--- src/fp16_pkg.sv ---
// Binary16 only with no subnormal special casing and flags kept in RISC-V order where only NV is raised
package fp16_pkg;

  // Field widths of one binary16 value
  localparam int fp16_exp_w = 5;
  localparam int fp16_man_w = 10;

  // Sign plus exponent plus mantissa
  localparam int fp16_w = 1 + fp16_exp_w + fp16_man_w;

  // One packed lane value
  typedef logic [fp16_w-1:0] fp16_t;

  // Canonical quiet NaN returned when both min/max operands are NaN
  localparam fp16_t fp16_qnan = 16'h7e00;

  // Exception flags NV DZ OF UF NX from bit 4 down to bit 0
  localparam int fflags_w = 5;

  typedef logic [fflags_w-1:0] fflags_t;

  // Invalid operation
  localparam int fflag_nv = 4;

endpackage

--- src/vfalu_ctrl_pkg.sv ---
// Function word is one-hot and the compare sub-op bits only count when the compare class is set
package vfalu_ctrl_pkg;

  // Four FP16 lanes packed into one 64-bit operand
  localparam int vfalu_lanes  = 4;
  localparam int vfalu_data_w = 64;

  typedef logic [vfalu_data_w-1:0] vfalu_data_t;
  typedef logic [vfalu_lanes-1:0]  lane_mask_t;

  // One-hot function word
  localparam int vfalu_func_w = 8;

  typedef logic [vfalu_func_w-1:0] vfalu_func_t;

  // Compare sub-op bits
  localparam int func_feq  = 0;
  localparam int func_flt  = 1;
  localparam int func_fle  = 2;
  localparam int func_ford = 3;
  localparam int func_fne  = 4;

  // Operation class bits
  localparam int func_cmp   = 5;
  localparam int func_minnm = 6;
  localparam int func_maxnm = 7;

  // Compare select, ordered fne ford feq flt fle from the top
  localparam int cmp_sel_w = 5;

  typedef logic [cmp_sel_w-1:0] cmp_sel_t;

  localparam int sel_fle  = 0;
  localparam int sel_flt  = 1;
  localparam int sel_feq  = 2;
  localparam int sel_ford = 3;
  localparam int sel_fne  = 4;

endpackage

--- src/vfalu_ex2_if.sv ---
// EX2 controls are only meaningful while ex2_vld is high and pipe_hold freezes every stage
`timescale 1ns/1ps

interface vfalu_ex2_if import vfalu_ctrl_pkg::*; ();

  // Stage control
  logic        ex2_vld;
  logic        pipe_hold;

  // Decoded operation
  logic        ex2_op_cmp;
  cmp_sel_t    ex2_cmp_sel;
  logic        ex2_op_minnm;
  logic        ex2_op_maxnm;

  // Lane mask and packed operands
  lane_mask_t  ex2_lane_en;
  vfalu_data_t ex2_src0;
  vfalu_data_t ex2_src1;

  // Decoder side
  modport ex1 (
    output ex2_vld, pipe_hold, ex2_op_cmp, ex2_cmp_sel, ex2_op_minnm, ex2_op_maxnm,
           ex2_lane_en, ex2_src0, ex2_src1
  );

  // Lane and merge side
  modport ex2 (
    input  ex2_vld, pipe_hold, ex2_op_cmp, ex2_cmp_sel, ex2_op_minnm, ex2_op_maxnm,
           ex2_lane_en, ex2_src0, ex2_src1
  );

endinterface

--- src/fp16_cmp_lane.sv ---
// lane_idx must stay below vfalu_lanes and a disabled lane passes its src0 slice through
`timescale 1ns/1ps

module fp16_cmp_lane
  import fp16_pkg::*;
  import vfalu_ctrl_pkg::*;
#(
  parameter int lane_idx = 0
)
(
  input  logic     ex1_pipe_clk,
  input  logic     cpurst_b,
  vfalu_ex2_if.ex2 ex2,
  output fp16_t    lane_result,
  output logic     lane_cmp,
  output logic     lane_nv
);

  localparam int lane_lo = lane_idx * fp16_w;

  fp16_t                 src_a;
  fp16_t                 src_b;
  logic                  a_sign;
  logic                  b_sign;
  logic [fp16_w-2:0]     a_mag;
  logic [fp16_w-2:0]     b_mag;
  logic [fp16_exp_w-1:0] a_exp;
  logic [fp16_exp_w-1:0] b_exp;
  logic [fp16_man_w-1:0] a_man;
  logic [fp16_man_w-1:0] b_man;
  logic                  a_qnan;
  logic                  a_snan;
  logic                  a_zero;
  logic                  b_qnan;
  logic                  b_snan;
  logic                  b_zero;
  logic                  any_nan;
  logic                  any_snan;
  logic                  a_eq_b;
  logic                  a_lt_b;
  logic                  a_lt_b_mm;
  logic                  cmp_bit;
  logic                  cmp_nv;
  fp16_t                 min_val;
  fp16_t                 max_val;
  fp16_t                 ex2_result;
  logic                  ex2_cmp;
  logic                  ex2_nv;

  // Lane slice of each operand
  assign src_a = ex2.ex2_src0[lane_lo +: fp16_w];
  assign src_b = ex2.ex2_src1[lane_lo +: fp16_w];

  assign a_sign = src_a[fp16_w-1];
  assign b_sign = src_b[fp16_w-1];
  assign a_mag  = src_a[fp16_w-2:0];
  assign b_mag  = src_b[fp16_w-2:0];
  assign a_exp  = src_a[fp16_man_w +: fp16_exp_w];
  assign b_exp  = src_b[fp16_man_w +: fp16_exp_w];
  assign a_man  = src_a[fp16_man_w-1:0];
  assign b_man  = src_b[fp16_man_w-1:0];

  // Quiet NaN has the top mantissa bit set
  assign a_qnan = (&a_exp) && a_man[fp16_man_w-1];
  assign a_snan = (&a_exp) && !a_man[fp16_man_w-1] && (|a_man);
  assign a_zero = ~|a_mag;
  assign b_qnan = (&b_exp) && b_man[fp16_man_w-1];
  assign b_snan = (&b_exp) && !b_man[fp16_man_w-1] && (|b_man);
  assign b_zero = ~|b_mag;

  assign any_snan = a_snan || b_snan;
  assign any_nan  = a_qnan || b_qnan || any_snan;

  // Ordering with -0 equal to +0
  assign a_eq_b = (src_a == src_b) || (a_zero && b_zero);

  always_comb
  begin
    if (a_sign != b_sign)
      a_lt_b = a_sign && !(a_zero && b_zero);
    else if (a_sign)
      a_lt_b = a_mag > b_mag;
    else
      a_lt_b = a_mag < b_mag;
  end

  // Min/max puts -0 below +0
  assign a_lt_b_mm = a_lt_b || (a_zero && b_zero && a_sign && !b_sign);

  // Unordered operands force feq/flt/fle low and fne high
  assign cmp_bit = (ex2.ex2_cmp_sel[sel_fne]  && (any_nan || !a_eq_b)) ||
                   (ex2.ex2_cmp_sel[sel_ford] && !any_nan) ||
                   (ex2.ex2_cmp_sel[sel_feq]  && !any_nan && a_eq_b) ||
                   (ex2.ex2_cmp_sel[sel_flt]  && !any_nan && a_lt_b) ||
                   (ex2.ex2_cmp_sel[sel_fle]  && !any_nan && (a_lt_b || a_eq_b));

  // Signaling compares flag any NaN and quiet ones only sNaN
  assign cmp_nv = (ex2.ex2_cmp_sel[sel_flt] || ex2.ex2_cmp_sel[sel_fle]) ? any_nan : any_snan;

  always_comb
  begin
    if ((a_qnan || a_snan) && (b_qnan || b_snan))
    begin
      min_val = fp16_qnan;
      max_val = fp16_qnan;
    end
    else if (a_qnan || a_snan)
    begin
      min_val = src_b;
      max_val = src_b;
    end
    else if (b_qnan || b_snan)
    begin
      min_val = src_a;
      max_val = src_a;
    end
    else
    begin
      min_val = a_lt_b_mm ? src_a : src_b;
      max_val = a_lt_b_mm ? src_b : src_a;
    end
  end

  // Lane result select
  always_comb
  begin
    ex2_result = src_a;
    ex2_cmp    = 1'b0;
    ex2_nv     = 1'b0;
    if (ex2.ex2_lane_en[lane_idx])
    begin
      if (ex2.ex2_op_cmp)
      begin
        ex2_cmp = cmp_bit;
        ex2_nv  = cmp_nv;
      end
      else if (ex2.ex2_op_minnm || ex2.ex2_op_maxnm)
      begin
        ex2_result = ex2.ex2_op_minnm ? min_val : max_val;
        ex2_nv     = any_snan;
      end
    end
  end

  // EX3 lane register
  always_ff @(posedge ex1_pipe_clk or negedge cpurst_b)
  begin
    if (!cpurst_b)
    begin
      lane_result <= '0;
      lane_cmp    <= 1'b0;
      lane_nv     <= 1'b0;
    end
    else if (ex2.ex2_vld && !ex2.pipe_hold)
    begin
      lane_result <= ex2_result;
      lane_cmp    <= ex2_cmp;
      lane_nv     <= ex2_nv;
    end
  end

endmodule

--- src/vfalu_ex1_decode.sv ---
// Expects a one-hot func with a single class bit and ignores in_vld while hold is high
`timescale 1ns/1ps

module vfalu_ex1_decode
  import vfalu_ctrl_pkg::*;
(
  input  logic        ex1_pipe_clk,
  input  logic        cpurst_b,
  input  logic        in_vld,
  input  vfalu_func_t func,
  input  lane_mask_t  lane_en,
  input  vfalu_data_t src0,
  input  vfalu_data_t src1,
  input  logic        hold,
  vfalu_ex2_if.ex1    ex2
);

  logic     ex1_pipedown;
  logic     ex1_op_cmp;
  logic     ex1_op_minnm;
  logic     ex1_op_maxnm;
  cmp_sel_t ex1_cmp_sel;

  // Whole pipe advances together
  assign ex1_pipedown = !hold;

  // Operation class
  assign ex1_op_cmp   = func[func_cmp];
  assign ex1_op_minnm = func[func_minnm];
  assign ex1_op_maxnm = func[func_maxnm];

  // Sub-op bits are qualified by the compare class
  assign ex1_cmp_sel[sel_fne]  = ex1_op_cmp && func[func_fne];
  assign ex1_cmp_sel[sel_ford] = ex1_op_cmp && func[func_ford];
  assign ex1_cmp_sel[sel_feq]  = ex1_op_cmp && func[func_feq];
  assign ex1_cmp_sel[sel_flt]  = ex1_op_cmp && func[func_flt];
  assign ex1_cmp_sel[sel_fle]  = ex1_op_cmp && func[func_fle];

  // Flop valid and controls into EX2
  always_ff @(posedge ex1_pipe_clk or negedge cpurst_b)
  begin
    if (!cpurst_b)
    begin
      ex2.ex2_vld      <= 1'b0;
      ex2.ex2_op_cmp   <= 1'b0;
      ex2.ex2_cmp_sel  <= '0;
      ex2.ex2_op_minnm <= 1'b0;
      ex2.ex2_op_maxnm <= 1'b0;
      ex2.ex2_lane_en  <= '0;
    end
    else if (ex1_pipedown)
    begin
      ex2.ex2_vld      <= in_vld;
      ex2.ex2_op_cmp   <= ex1_op_cmp;
      ex2.ex2_cmp_sel  <= ex1_cmp_sel;
      ex2.ex2_op_minnm <= ex1_op_minnm;
      ex2.ex2_op_maxnm <= ex1_op_maxnm;
      ex2.ex2_lane_en  <= lane_en;
    end
  end

  // Operand payload is loaded only for a real operation
  always_ff @(posedge ex1_pipe_clk)
  begin
    if (ex1_pipedown && in_vld)
    begin
      ex2.ex2_src0 <= src0;
      ex2.ex2_src1 <= src1;
    end
  end

  // Lanes and merge see the same hold
  assign ex2.pipe_hold = hold;

  // Accepted op lands in EX2 with one class and, for compares, one sub-op
  a_ex2_onehot: assert property (
    @(posedge ex1_pipe_clk) disable iff (!cpurst_b)
    (in_vld && !hold) |=>
      ex2.ex2_vld &&
      $onehot({ex2.ex2_op_cmp, ex2.ex2_op_minnm, ex2.ex2_op_maxnm}) &&
      (!ex2.ex2_op_cmp || $onehot(ex2.ex2_cmp_sel))
  ) else $error("EX2 holds an operation without a single class or sub-op");

endmodule

--- src/vfalu_ex3_merge.sv ---
// Lane results sit in EX3 alongside the EX3 valid and result keeps its last value between ops
`timescale 1ns/1ps

module vfalu_ex3_merge
  import fp16_pkg::*;
  import vfalu_ctrl_pkg::*;
(
  input  logic                    ex1_pipe_clk,
  input  logic                    cpurst_b,
  vfalu_ex2_if.ex2                ex2,
  input  fp16_t [vfalu_lanes-1:0] lane_result,
  input  lane_mask_t              lane_cmp,
  input  lane_mask_t              lane_nv,
  output vfalu_data_t             result,
  output fflags_t                 fflags,
  output logic                    result_vld
);

  logic        ex3_pipedown;
  logic        ex3_vld;
  logic        ex3_op_cmp;
  vfalu_data_t ex3_result;
  fflags_t     ex3_fflags;

  assign ex3_pipedown = !ex2.pipe_hold;

  // EX3 copies of the stage controls
  always_ff @(posedge ex1_pipe_clk or negedge cpurst_b)
  begin
    if (!cpurst_b)
    begin
      ex3_vld    <= 1'b0;
      ex3_op_cmp <= 1'b0;
    end
    else if (ex3_pipedown)
    begin
      ex3_vld    <= ex2.ex2_vld;
      ex3_op_cmp <= ex2.ex2_op_cmp;
    end
  end

  // Compare bits in the low nibble or lane 0 lowest
  always_comb
  begin
    if (ex3_op_cmp)
      ex3_result = vfalu_data_t'(lane_cmp);
    else
      ex3_result = lane_result;
    ex3_fflags           = '0;
    ex3_fflags[fflag_nv] = |lane_nv;
  end

  // Output registers
  always_ff @(posedge ex1_pipe_clk or negedge cpurst_b)
  begin
    if (!cpurst_b)
    begin
      result_vld <= 1'b0;
      result     <= '0;
      fflags     <= '0;
    end
    else if (ex3_pipedown)
    begin
      result_vld <= ex3_vld;
      if (ex3_vld)
      begin
        result <= ex3_result;
        fflags <= ex3_fflags;
      end
    end
  end

  // Lanes raise no compare bit for a min/max op
  a_mm_no_cmp: assert property (
    @(posedge ex1_pipe_clk) disable iff (!cpurst_b)
    (ex3_vld && !ex3_op_cmp) |-> (lane_cmp == '0)
  ) else $error("Lane compare bits set on a min/max result");

endmodule

--- src/vfalu_top.sv ---
// Three register stages with no ready so hold is the only backpressure
`timescale 1ns/1ps

module vfalu_top
  import fp16_pkg::*;
  import vfalu_ctrl_pkg::*;
(
  input  logic        ex1_pipe_clk,
  input  logic        cpurst_b,
  input  logic        in_vld,
  input  vfalu_func_t func,
  input  lane_mask_t  lane_en,
  input  vfalu_data_t src0,
  input  vfalu_data_t src1,
  input  logic        hold,
  output vfalu_data_t result,
  output fflags_t     fflags,
  output logic        result_vld
);

  fp16_t [vfalu_lanes-1:0] lane_result;
  lane_mask_t              lane_cmp;
  lane_mask_t              lane_nv;

  vfalu_ex2_if ex2_if ();

  vfalu_ex1_decode x_ex1_decode (
    .ex1_pipe_clk (ex1_pipe_clk),
    .cpurst_b     (cpurst_b),
    .in_vld       (in_vld),
    .func         (func),
    .lane_en      (lane_en),
    .src0         (src0),
    .src1         (src1),
    .hold         (hold),
    .ex2          (ex2_if.ex1)
  );

  // One lane per FP16 slice
  for (genvar i = 0; i < vfalu_lanes; i++)
  begin : g_lane
    fp16_cmp_lane #(
      .lane_idx (i)
    ) x_lane (
      .ex1_pipe_clk (ex1_pipe_clk),
      .cpurst_b     (cpurst_b),
      .ex2          (ex2_if.ex2),
      .lane_result  (lane_result[i]),
      .lane_cmp     (lane_cmp[i]),
      .lane_nv      (lane_nv[i])
    );
  end

  vfalu_ex3_merge x_ex3_merge (
    .ex1_pipe_clk (ex1_pipe_clk),
    .cpurst_b     (cpurst_b),
    .ex2          (ex2_if.ex2),
    .lane_result  (lane_result),
    .lane_cmp     (lane_cmp),
    .lane_nv      (lane_nv),
    .result       (result),
    .fflags       (fflags),
    .result_vld   (result_vld)
  );

endmodule
--- config.mk ---
export PLATFORM = sky130hd
export DESIGN_NAME = vfalu_top
export DESIGN_NICKNAME = d
export VERILOG_FILES = /design/src/fp16_pkg.sv /design/src/vfalu_ctrl_pkg.sv /design/src/vfalu_ex2_if.sv /design/src/fp16_cmp_lane.sv /design/src/vfalu_ex1_decode.sv /design/src/vfalu_ex3_merge.sv /design/src/vfalu_top.sv
export SDC_FILE = /design/constraint.sdc
export NUM_CORES = 1
export LEC_CHECK = 0
export BUFFER_PORTS_ARGS = -buffer_cell sky130_fd_sc_hd__buf_2
export CAP_MARGIN = 0
export CORE_MARGIN = 2
export CORE_UTILIZATION = 40
export CTS_CLUSTER_SIZE = 14
export DETAILED_ROUTE_END_ITERATION = 8
export GPL_TIMING_DRIVEN = 0
export RECOVER_POWER = 100
export SKIP_LAST_GASP = 1
export SYNTH_ARGS = -nofsm -noshare
export SYNTH_HDL_FRONTEND = slang
export SYNTH_SLANG_ARGS = --single-unit
--- constraint.sdc ---
create_clock -name ex1_pipe_clk -period 4.24 [get_ports ex1_pipe_clk]
set_input_delay 0.212 -clock ex1_pipe_clk [delete_from_list [all_inputs] [get_ports ex1_pipe_clk]]
set_output_delay 0.212 -clock ex1_pipe_clk [all_outputs]
set_load 0.01 [all_outputs]
## Yosys cells after proc, flatten, opt, wreduce, memory -nomap -nowiden

Index checks and enable logic that the tools add are counted.

- Bits in writable memories: 0
- Word-level logic and storage cells: 319
- ROM bits: 0
- Bits in registers: 281
- Bits of input ports: 144
- Bits in latches: 0
- Output and inout port bits: 70
- Memories kept: 0

- Shift operators: 0
- Magnitude comparators: 8
- Multiply operators: 0
- $add $sub $neg: 0
- Bitwise gates (word level): 1
- Div/mod/pow operators: 0
- Mux-type cells: 81
- Reductions and logical operators: 196
- Equality and inequality tests: 8

Operators by type and width:

| operator | count |
|---|---|
| 2-to-1 mux 16 bit | 48 |
| OR reduction 15 bit | 8 |
| logical AND 1 bit | 83 |
| OR reduction 10 bit | 8 |
| == test 16 bit | 4 |
| 2-to-1 mux 64 bit | 1 |
| > comparator 15 bit | 4 |
| less-than comparator 15 bit | 4 |
| logical OR 1 bit | 54 |
| AND reduction 5 bit | 8 |
| zero test 1 bit | 33 |
| 2-to-1 mux 1 bit | 32 |
| inequality test 1 bit | 4 |
| OR reduction 4 bit | 1 |
| AND reduction 2 bit | 1 |
| NOT 1 bit | 1 |

## Logic depth before layout (Yosys ltp)

Gate-level depths: netlist of the first run.

- Depth after elaboration: 15
- Gate-level depth with buffers: 11
- Mapped depth without buffers: 10

## By module

A second synthesis of the first run with hierarchy kept.

- Cell total of the unflattened synthesis: 1,128
- Area total of the unflattened synthesis: 14,012.2 µm²

Modules (own cells, without submodules):

| module | sequential area each (µm²) | cells an instance | times used | area an instance (µm²) |
|---|---|---|---|---|
| fp16_cmp_lane at g_lane[1].x_lane ... | 450.4 | 184 | 3 | 1,601.5 |
| vfalu_ex1_decode | 4,169.0 | 168 | 1 | 4,403.0 |
| vfalu_ex3_merge | 1,701.6 | 221 | 1 | 3,178.0 |
| fp16_cmp_lane at g_lane[0].x_lane | 450.4 | 187 | 1 | 1,626.6 |

## Worst setup path before layout of the first run

Ideal clock, no wire load.

- Kind: in2reg
- From: in hold
- To: reg x_ex1_decode.ex2.ex2_src0[0] in the netlist's numbering (enable)
- Path buffers: 1
- Stages: 2
- Data arrival time: 6,088 ps
- Slack: -2,479 ps
- Setup time: 631 ps
- Cells stage by stage: clkbuf_1 nor2b_1

- Word-level cells in the longest chain between the ends: 2

Ends and longest elaborated chain:

| what | line | RTL |
|---|---|---|
| start, declared | vfalu_top.sv:15 | `input logic hold,` |
| zero test 1 bit | vfalu_ex1_decode.sv:25 | `assign ex1_pipedown = !hold;` |
| logical AND 1 bit | vfalu_ex1_decode.sv:65 | `if (ex1_pipedown && in_vld)` |
| end signal, assigned | vfalu_ex1_decode.sv:67 | `ex2.ex2_src0 <= src0;` |
| end, declared | vfalu_ex2_if.sv:24 | `ex2_lane_en, ex2_src0, ex2_src1` |

No other way between the ends.
A chain may end at the register's enable or synchronous reset.

## Worst setup path in the final report of the first run

- From: reg x_ex1_decode.ex2.ex2_src0[20] in the netlist's numbering
- To: reg g_lane[1].x_lane.lane_result[4]

- Word-level cells in the longest chain between the ends: 15

Ends and longest elaborated chain:

| what | line | RTL |
|---|---|---|
| branches (longest 14 deep; another with less-than comparator 15 bit) | -- |  |
| 2-to-1 mux 16 bit (*) | fp16_cmp_lane.sv:130 | `if (ex2.ex2_lane_en[lane_idx])` |
| end signal, assigned | fp16_cmp_lane.sv:156 | `lane_result <= ex2_result;` |
| end, declared | fp16_cmp_lane.sv:14 | `output fp16_t lane_result,` |

Mark *: on every way between the ends.

==> flow_summary.toml, run 1 <==
[timing]
worst_max_slew_pin_slew_ns = 2.550
fmax_mhz = 271.2
clock_skew_ns = 0.01685
fin_tns_setup_ns = 0
setup_slack_ns = 0.5530
final_min_period_over_clock_period = 0.8696
grt_setup_unrepaired = "false"
final_hold_viol_count = 0
post-route-min-period_ns = 3.687
relSlewSlack = -0.6999
maxSlewViolCount = 76
setup_viol_count_final = 0

[clocking]
clkSlewWorstSetupHoldPaths_ns = 0.06
count_of_hold_buffers_inserted_by_post_cts_repair = 141
cts_sinks = 281
root_cell_of_the_clock_tree = "sky130_fd_sc_hd__clkbuf_16"
cells_resized_by_post_cts_repair = 0
cts_made_buffers = 34
clock_latency_at_the_later_pin_of_the_worst_skew_pair_ns = 0.51
cts_tree = "built"
htree_levels = 2
cts_buffer_depth = 3
post-cts-setup-buffers = 0

[power_and_ir_drop]
power_switching_share = 0.2747
power_frac_seq = 0.448
p_sw_uw = 2210
p_comb_frac = 0.173
ir_drop_v = 0.0002842
powerDensity_nw_per_um2 = 458.4
static-leakage-power_uw = 0.007504
p_int_uw = 5835
clkPwrFrac = 0.379

[logic_synthesis]
post_synth_instance_area_um2 = 13400
ys_seq_elements = 281
ys_warn_count = 0
asyncSetResetFlopFracSynth = 0.5445
netlist_top_cells_count = "153 x sky130_fd_sc_hd__dfrtp_1, 128 x sky130_fd_sc_hd__edfxtp_1, 123 x sky130_fd_sc_hd__nand2_1, 108 x sky130_fd_sc_hd__o21ai_0, 97 x sky130_fd_sc_hd__inv_1"
ys_seq_area_frac = 0.5727
synth.distinct_cells = 64
synthDominantCellAreaShare = 0.2869
synth_flop_cell = "sky130_fd_sc_hd__dfrtp_1"
postSynthCellCount = 1209
synth_most_common_cell = "sky130_fd_sc_hd__dfrtp_1"
synthTopCellsByArea = "sky130_fd_sc_hd__edfxtp_1 29%, sky130_fd_sc_hd__dfrtp_1 29%, sky130_fd_sc_hd__ha_1 6.4%, sky130_fd_sc_hd__o21ai_0 4.0%, sky130_fd_sc_hd__nand2_1 3.4%"
synth_area_per_cell_um2 = 11.08
synth_top_cell_by_area = "sky130_fd_sc_hd__edfxtp_1"
synth_enable_flop_cells = 128

[min_path]
hold_path.startpoint = "func[5]"
holdPathStages = 3
min_path_type = "in -> reg"
hold_end = "x_ex1_decode.ex2.ex2_op_cmp"

[worst_setup_path]
reg2reg_to = "g_lane[1].x_lane.lane_result[4]"
worst_reg2reg_path_length_in_cells = 10
rr_startpoint = "x_ex1_decode.ex2.ex2_src0[20]"
worst_setup_path_start_kind = "flip-flop"
worst-setup-path-type = "reg -> reg"
worst-path-max-fanout = 10
setup_slack_of_the_most_critical_reg_to_reg_path_ns = 0.55
end_kind = "flip-flop"
cp_data_arrival_time_ns = 4.13
crit_required_ns = 4.68

[detailed_routing]
wl_per_cell_um = 18.17
vias = 10800
final_antenna_net_count = 0
avgViaCountPerCell = 5.203
drtIter0Drc = 688
detailedRoute.firstPassIterationCount = 5
drt-total-wl_um = 37730
drc = 0

[global_route]
grt_remaining_overflow = 0
track_usage = 0.2143
grt_first_pass_wirelength_um = 59020
initial_antenna_violation_count = 1
grt_pass1_vias = 10780
maximum_number_of_pins_on_one_net_before_global_route_repair = 111

[layout]
multi_input_area_um2 = 5087
fillers = 3039
antenna_cells = 0
drive_gt1_frac = 0.1308
syn_to_final_growth_pct = 31.03
design.final.nets = 1815
layout.area.seq_um2 = 7672

[placed_design]
place_congestion = 0.8913
io_buffer_count = 209
dpl_worst_slack_ns = 0.6722
dpl.hpwl_um = 27300

[status]
violated_checks = "capacitance limit, slew limit"
run_status = "complete, but fails checks"

[floorplan]
initial_core_util = 0.4025
coreArea_um2 = 33280
fp.dieH_um = 187.0
die_width_um = 187.0
num_io_pins = 214
fp-row-count = 67
floorplan.die_area_um2 = 34970

[job]
number_of_max_cap_violations = 2
## how the worst max path moves through the flow
stage          slack [ns]                          start                         endpoint
6_report             0.55  x_ex1_decode.ex2.ex2_src0[20]  g_lane[1].x_lane.lane_result[4]
5_1_grt              0.30  x_ex1_decode.ex2.ex2_src1[30]  g_lane[1].x_lane.lane_result[8]
4_1_cts              0.66  x_ex1_decode.ex2.ex2_src1[57]  g_lane[3].x_lane.lane_result[8]
3_5_place_dp         0.67  x_ex1_decode.ex2.ex2_src1[57]  g_lane[3].x_lane.lane_result[8]
3_3_place_gp         0.24                           hold    x_ex1_decode.ex2.ex2_src1[63]
2_1_floorplan        1.34  x_ex1_decode.ex2.ex2_src0[13]  g_lane[0].x_lane.lane_result[7]
## cells in the final DEF (no fill, tap or decap), types with 23 or more instances in the layout
| cell | instances |
|---|---|
| sky130_fd_sc_hd__inv_1 | 97 |
| sky130_fd_sc_hd__clkbuf_1 | 129 |
| sky130_fd_sc_hd__nand2_1 | 123 |
| sky130_fd_sc_hd__buf_2 | 132 |
| sky130_fd_sc_hd__nand4_1 | 29 |
| sky130_fd_sc_hd__dlygate4sd3_1 | 141 |
| sky130_fd_sc_hd__a221o_1 | 27 |
| sky130_fd_sc_hd__a221oi_1 | 23 |
| sky130_fd_sc_hd__edfxtp_1 | 128 |
| sky130_fd_sc_hd__o21ai_0 | 108 |
| sky130_fd_sc_hd__nor4_1 | 35 |
| sky130_fd_sc_hd__ha_1 | 68 |
| sky130_fd_sc_hd__dfrtp_1 | 153 |
| sky130_fd_sc_hd__clkbuf_16 | 39 |
| sky130_fd_sc_hd__nor2_1 | 52 |
| sky130_fd_sc_hd__nand2b_1 | 65 |
| sky130_fd_sc_hd__a21oi_1 | 34 |
## state kept, by name, indices dropped and copies added, names as in the netlist
name and flops:
g_lane.x_lane.lane_nv 4, x_ex3_merge.ex3_op_cmp 1, x_ex1_decode.ex2.ex2_cmp_sel 5, x_ex1_decode.ex2.ex2_src0 64, x_ex3_merge.result_vld 1, x_ex3_merge.result 64, x_ex1_decode.ex2.ex2_op_cmp 1, x_ex1_decode.ex2.ex2_vld 1
x_ex3_merge.ex3_vld 1, x_ex1_decode.ex2.ex2_op_minnm 1, g_lane.x_lane.lane_result 64, x_ex3_merge.fflags 1, g_lane.x_lane.lane_cmp 4, x_ex1_decode.ex2.ex2_lane_en 4, x_ex1_decode.ex2.ex2_op_maxnm 1, x_ex1_decode.ex2.ex2_src1 64
## metal layers
layer / track usage / routed length (um)
met2: 0.3549 / 18040
met4: 0.06990 / 1059
met3: 0.03490 / 2042
met5: 0 / 0
met1: 0.2882 / 16580
## per-stage QoR
stage               cells  cell area [um^2]  hold WS, ns  utilization  power [uW]
finish               2076             17550       0.1950       0.5274        8046
global route         2076             17550       0.2201       0.5274        8472
CTS                  2076             17760       0.1791       0.5336        8181
detailed placement   1874             15150       0.1263       0.4551        5005
global placement     1869             15020       0.3887       0.4514        4962
floorplan            1212             13420     -0.08359            -        4375
## power by group through the flow
stage	logic, uW	clock network [uW]	registers [uW]
2_1_floorplan	754	0	3620
3_3_place_gp	1320	0	3650
5_1_grt	1570	3250	3660
3_5_place_dp	1350	0	3650
4_1_cts	1460	3120	3600
6_report	1390	3050	3610
## cells by family (layout without fill, tap and decap cells)
group | after synthesis | after routing | share of synthesized area
xor gates and xnor gates | 1 | 1 | 0.0006539
adders and majority gates | 68 | 68 | 0.06351
and+or+nand+nor | 394 | 394 | 0.1509
buffers and inverters | 153 | 569 | 0.04576
AOI/OAI and AO/OA | 298 | 298 | 0.1558
muxes | 13 | 13 | 0.01037
other | 1 | 4 | 0.0002799
DFF | 281 | 281 | 0.5727
## area by class of cell
class,count,share of cell area
flip-flops and latches,281,0.4371
multi-input cells,778,0.2898
repair buffers,355,0.1379
clock buffers,49,0.06059
well taps,448,0.03193
inverters,98,0.02096
plain buffers,55,0.01383
clock inverters,12,0.007841
## critical path, cell delays in order (launching register included)
cell                        delay (ns)
sky130_fd_sc_hd__edfxtp_1         0.44
sky130_fd_sc_hd__ha_1             0.34
sky130_fd_sc_hd__a211oi_1         0.26
sky130_fd_sc_hd__nor2_1           0.08
sky130_fd_sc_hd__o31ai_1          0.47
sky130_fd_sc_hd__a2111oi_0        0.27
sky130_fd_sc_hd__or4_2            0.71
sky130_fd_sc_hd__a31oi_1          0.55
sky130_fd_sc_hd__buf_4            0.29
sky130_fd_sc_hd__a22o_1           0.14
sky130_fd_sc_hd__a21o_1           0.08
Note: power is estimated with default switching activity, not from simulation.
==> run 2: changes to the inputs <==
--- a/config.mk
+++ b/config.mk
@@ -5,13 +5,17 @@
 export SDC_FILE = /design/constraint.sdc
 export NUM_CORES = 1
 export LEC_CHECK = 0
+export ABC_AREA = 1
 export BUFFER_PORTS_ARGS = -buffer_cell sky130_fd_sc_hd__buf_2
 export CAP_MARGIN = 0
+export CELL_PAD_IN_SITES_DETAIL_PLACEMENT = 1
+export CELL_PAD_IN_SITES_GLOBAL_PLACEMENT = 1
 export CORE_MARGIN = 2
 export CORE_UTILIZATION = 40
 export CTS_CLUSTER_SIZE = 14
 export DETAILED_ROUTE_END_ITERATION = 8
 export GPL_TIMING_DRIVEN = 0
+export PLACE_DENSITY_LB_ADDON = 0.1
 export RECOVER_POWER = 100
 export SKIP_LAST_GASP = 1
 export SYNTH_ARGS = -nofsm -noshare
==> run 2 against run 1 <==
The run still ends with capacitance limit, slew limit left. Final cell count increased by 40%. Maximum frequency is 11% higher. Global-route usage rose by 6.4 points. Via count increased by 41%. Final area rose by 15%. Critical path type is now in -> reg. Largest power group unchanged.
==> flow_summary.toml, run 2 <==
[layout]
final_cell_mix = "601 x sky130_fd_sc_hd__nand2_1, 325 x sky130_fd_sc_hd__nand3_1, 153 x sky130_fd_sc_hd__dfrtp_1, 146 x sky130_fd_sc_hd__dlygate4sd3_1, 143 x sky130_fd_sc_hd__buf_2"
most_common_cell_after_layout_fill_and_taps_aside = "sky130_fd_sc_hd__nand2_1"
fillers = 4880
post-route-util = 0.5100
antenna_cells = 0
syn_to_final_growth_pct = 26.60
design.final.nets = 2567
drive_gt1_frac = 0.1441
finish.cell_count_without_fillers = 2906

[worst_setup_path]
end_kind = "flip-flop"
crit_required_ns = 4.41
worst-path-max-fanout = 32
cp_data_arrival_time_ns = 3.48
worst_setup_path_start_kind = "input port"
worst-setup-path-type = "in -> reg"

[global_route]
grt_first_pass_wirelength_um = 89310
initial_antenna_violation_count = 0
grt_pass1_vias = 16110
grt_remaining_overflow = 0
track_usage = 0.2785
maximum_number_of_pins_on_one_net_before_global_route_repair = 111

[timing]
fmax_mhz = 302.0
worst_max_slew_pin_slew_ns = 2.593
setup_viol_count_final = 0
setup_slack_ns = 0.9283
fin_tns_setup_ns = 0
post-route-min-period_ns = 3.312
grt_setup_unrepaired = "false"
clock_skew_ns = 0.02024
final_min_period_over_clock_period = 0.7811
final_hold_viol_count = 0
relSlewSlack = -0.7289
maxSlewViolCount = 76

[logic_synthesis]
synth_flop_cell = "sky130_fd_sc_hd__dfrtp_1"
synth_area_per_cell_um2 = 8.141
synthDominantCellAreaShare = 0.2413
ys_seq_elements = 281
asyncSetResetFlopFracSynth = 0.5445
synth_most_common_cell = "sky130_fd_sc_hd__nand2_1"
ys_warn_count = 0
synth_top_cell_by_area = "sky130_fd_sc_hd__edfxtp_1"
ys_seq_area_frac = 0.4816
synth_enable_flop_cells = 128
synthTopCellsByArea = "sky130_fd_sc_hd__edfxtp_1 24%, sky130_fd_sc_hd__dfrtp_1 24%, sky130_fd_sc_hd__nand2_1 14%, sky130_fd_sc_hd__nand3_1 10%, sky130_fd_sc_hd__ha_1 5.3%"
post_synth_instance_area_um2 = 15930
netlist_top_cells_count = "593 x sky130_fd_sc_hd__nand2_1, 322 x sky130_fd_sc_hd__nand3_1, 153 x sky130_fd_sc_hd__dfrtp_1, 128 x sky130_fd_sc_hd__edfxtp_1, 123 x sky130_fd_sc_hd__inv_1"
postSynthCellCount = 1957
synth.distinct_cells = 41

[clocking]
htree_levels = 2
count_of_hold_buffers_inserted_by_post_cts_repair = 146
cts_tree = "built"
post-cts-setup-buffers = 0
cts_sinks = 281
cts_made_buffers = 34
cts_buffer_depth = 3
clkSlewWorstSetupHoldPaths_ns = 0.06
root_cell_of_the_clock_tree = "sky130_fd_sc_hd__clkbuf_16"
clock_latency_at_the_later_pin_of_the_worst_skew_pair_ns = 0.56
cells_resized_by_post_cts_repair = 0

[detailed_routing]
drtIter0Drc = 861
drt-total-wl_um = 57090
drc = 0
wl_per_cell_um = 19.65
detailedRoute.firstPassIterationCount = 5
avgViaCountPerCell = 5.257
final_antenna_net_count = 0
vias = 15280

[power_and_ir_drop]
clkPwrFrac = 0.360
p_sw_uw = 2820
design_power_total_uw = 8795
ir_drop_v = 0.0004445
p_int_uw = 5975
p_comb_frac = 0.228
power_frac_seq = 0.412
power_switching_share = 0.3206
static-leakage-power_uw = 0.009448
powerDensity_nw_per_um2 = 436.0

[floorplan]
fp.dieH_um = 203.6
floorplan.die_area_um2 = 41440
num_io_pins = 214
initial_core_util = 0.4028
coreArea_um2 = 39550
fp-row-count = 73
die_width_um = 203.6

[placed_design]
dpl.hpwl_um = 41170
place_congestion = 0.8650
dpl_worst_slack_ns = 1.544
io_buffer_count = 209
dpl.cell_count = 2698

[status]
run_status = "complete, but fails checks"
violated_checks = "capacitance limit, slew limit"

[min_path]
min_path_type = "in -> reg"

[job]
number_of_max_cap_violations = 2
==> run 2: metrics by stage <==
step	hold WS, ns	instance area [um^2]
floorplan	-0.08359	15950
global placement	0.3878	17650
detailed placement	0.1387	17750
CTS	0.004900	20440
global route	0.009482	20170
finish	0.006038	20170
==> run 2: critical path, cell delays in order <==
cell	delay (ns)
sky130_fd_sc_hd__dlygate4sd3_1	0.57
sky130_fd_sc_hd__clkbuf_1	0.14
sky130_fd_sc_hd__clkbuf_1	0.30
sky130_fd_sc_hd__nor2_2	1.37
sky130_fd_sc_hd__clkbuf_2	0.83
==> run 2: layout make-up <==
| class | count | area, um^2 | area share |
|---|---|---|---|
| well taps | 525 | 656.9 | 0.03257 |
| plain buffers | 91 | 451.7 | 0.02239 |
| multi-input cells | 1389 | 6929 | 0.3435 |
| flip-flops and latches | 281 | 7672 | 0.3804 |
| clock buffers | 56 | 1140 | 0.05651 |
| clock inverters | 6 | 85.08 | 0.004218 |
| repair buffers | 359 | 2487 | 0.1233 |
| inverters | 199 | 747.0 | 0.03703 |
==> run 2: path summary, 6_finish.rpt <==
check	cells past startpoint	start	slack, ns	end
worst min register to register	2	g_lane[3].x_lane.lane_result[14]	0.48	g_lane[3].x_lane.lane_result[14]
worst min-delay path	3	in_vld	0.006	x_ex1_decode.ex2.ex2_vld
worst max-delay path	5	hold	0.93	x_ex1_decode.ex2.ex2_src0[63]
min in group asynchronous	2	cpurst_b	1.02	g_lane[2].x_lane.lane_result[5]
worst max register to register	16	x_ex1_decode.ex2.ex2_src0[12]	0.95	g_lane[0].x_lane.lane_result[3]
max in group asynchronous	3	cpurst_b	1.71	x_ex3_merge.result[5]
==> run 2: cell families (layout without fill, tap and decap cells) <==
family,count (synthesis),in the layout,synth area share
buf+inv,290,711,0.07751
fa+ha+maj,68,68,0.05340
simple gates,1118,1118,0.3179
flops,281,281,0.4816
compound gates,199,199,0.06935
other cells,1,4,0.0002354
==> run 2: per-layer routing <==
layer,wire [um],GRT usage
met1,25120,0.3575
met2,27970,0.4817
met3,2226,0.03979
met4,1774,0.09359
met5,0,0
==> run 2: power groups by stage <==
stage          Sequential [uW]  Combinational [uW]  Clock, uW
6_report                  3620                2010       3160
5_1_grt                   3670                2260       3320
4_1_cts                   3620                2090       3210
3_5_place_dp              3660                1970          0
3_3_place_gp              3660                1880          0
2_1_floorplan             3630                1170          0
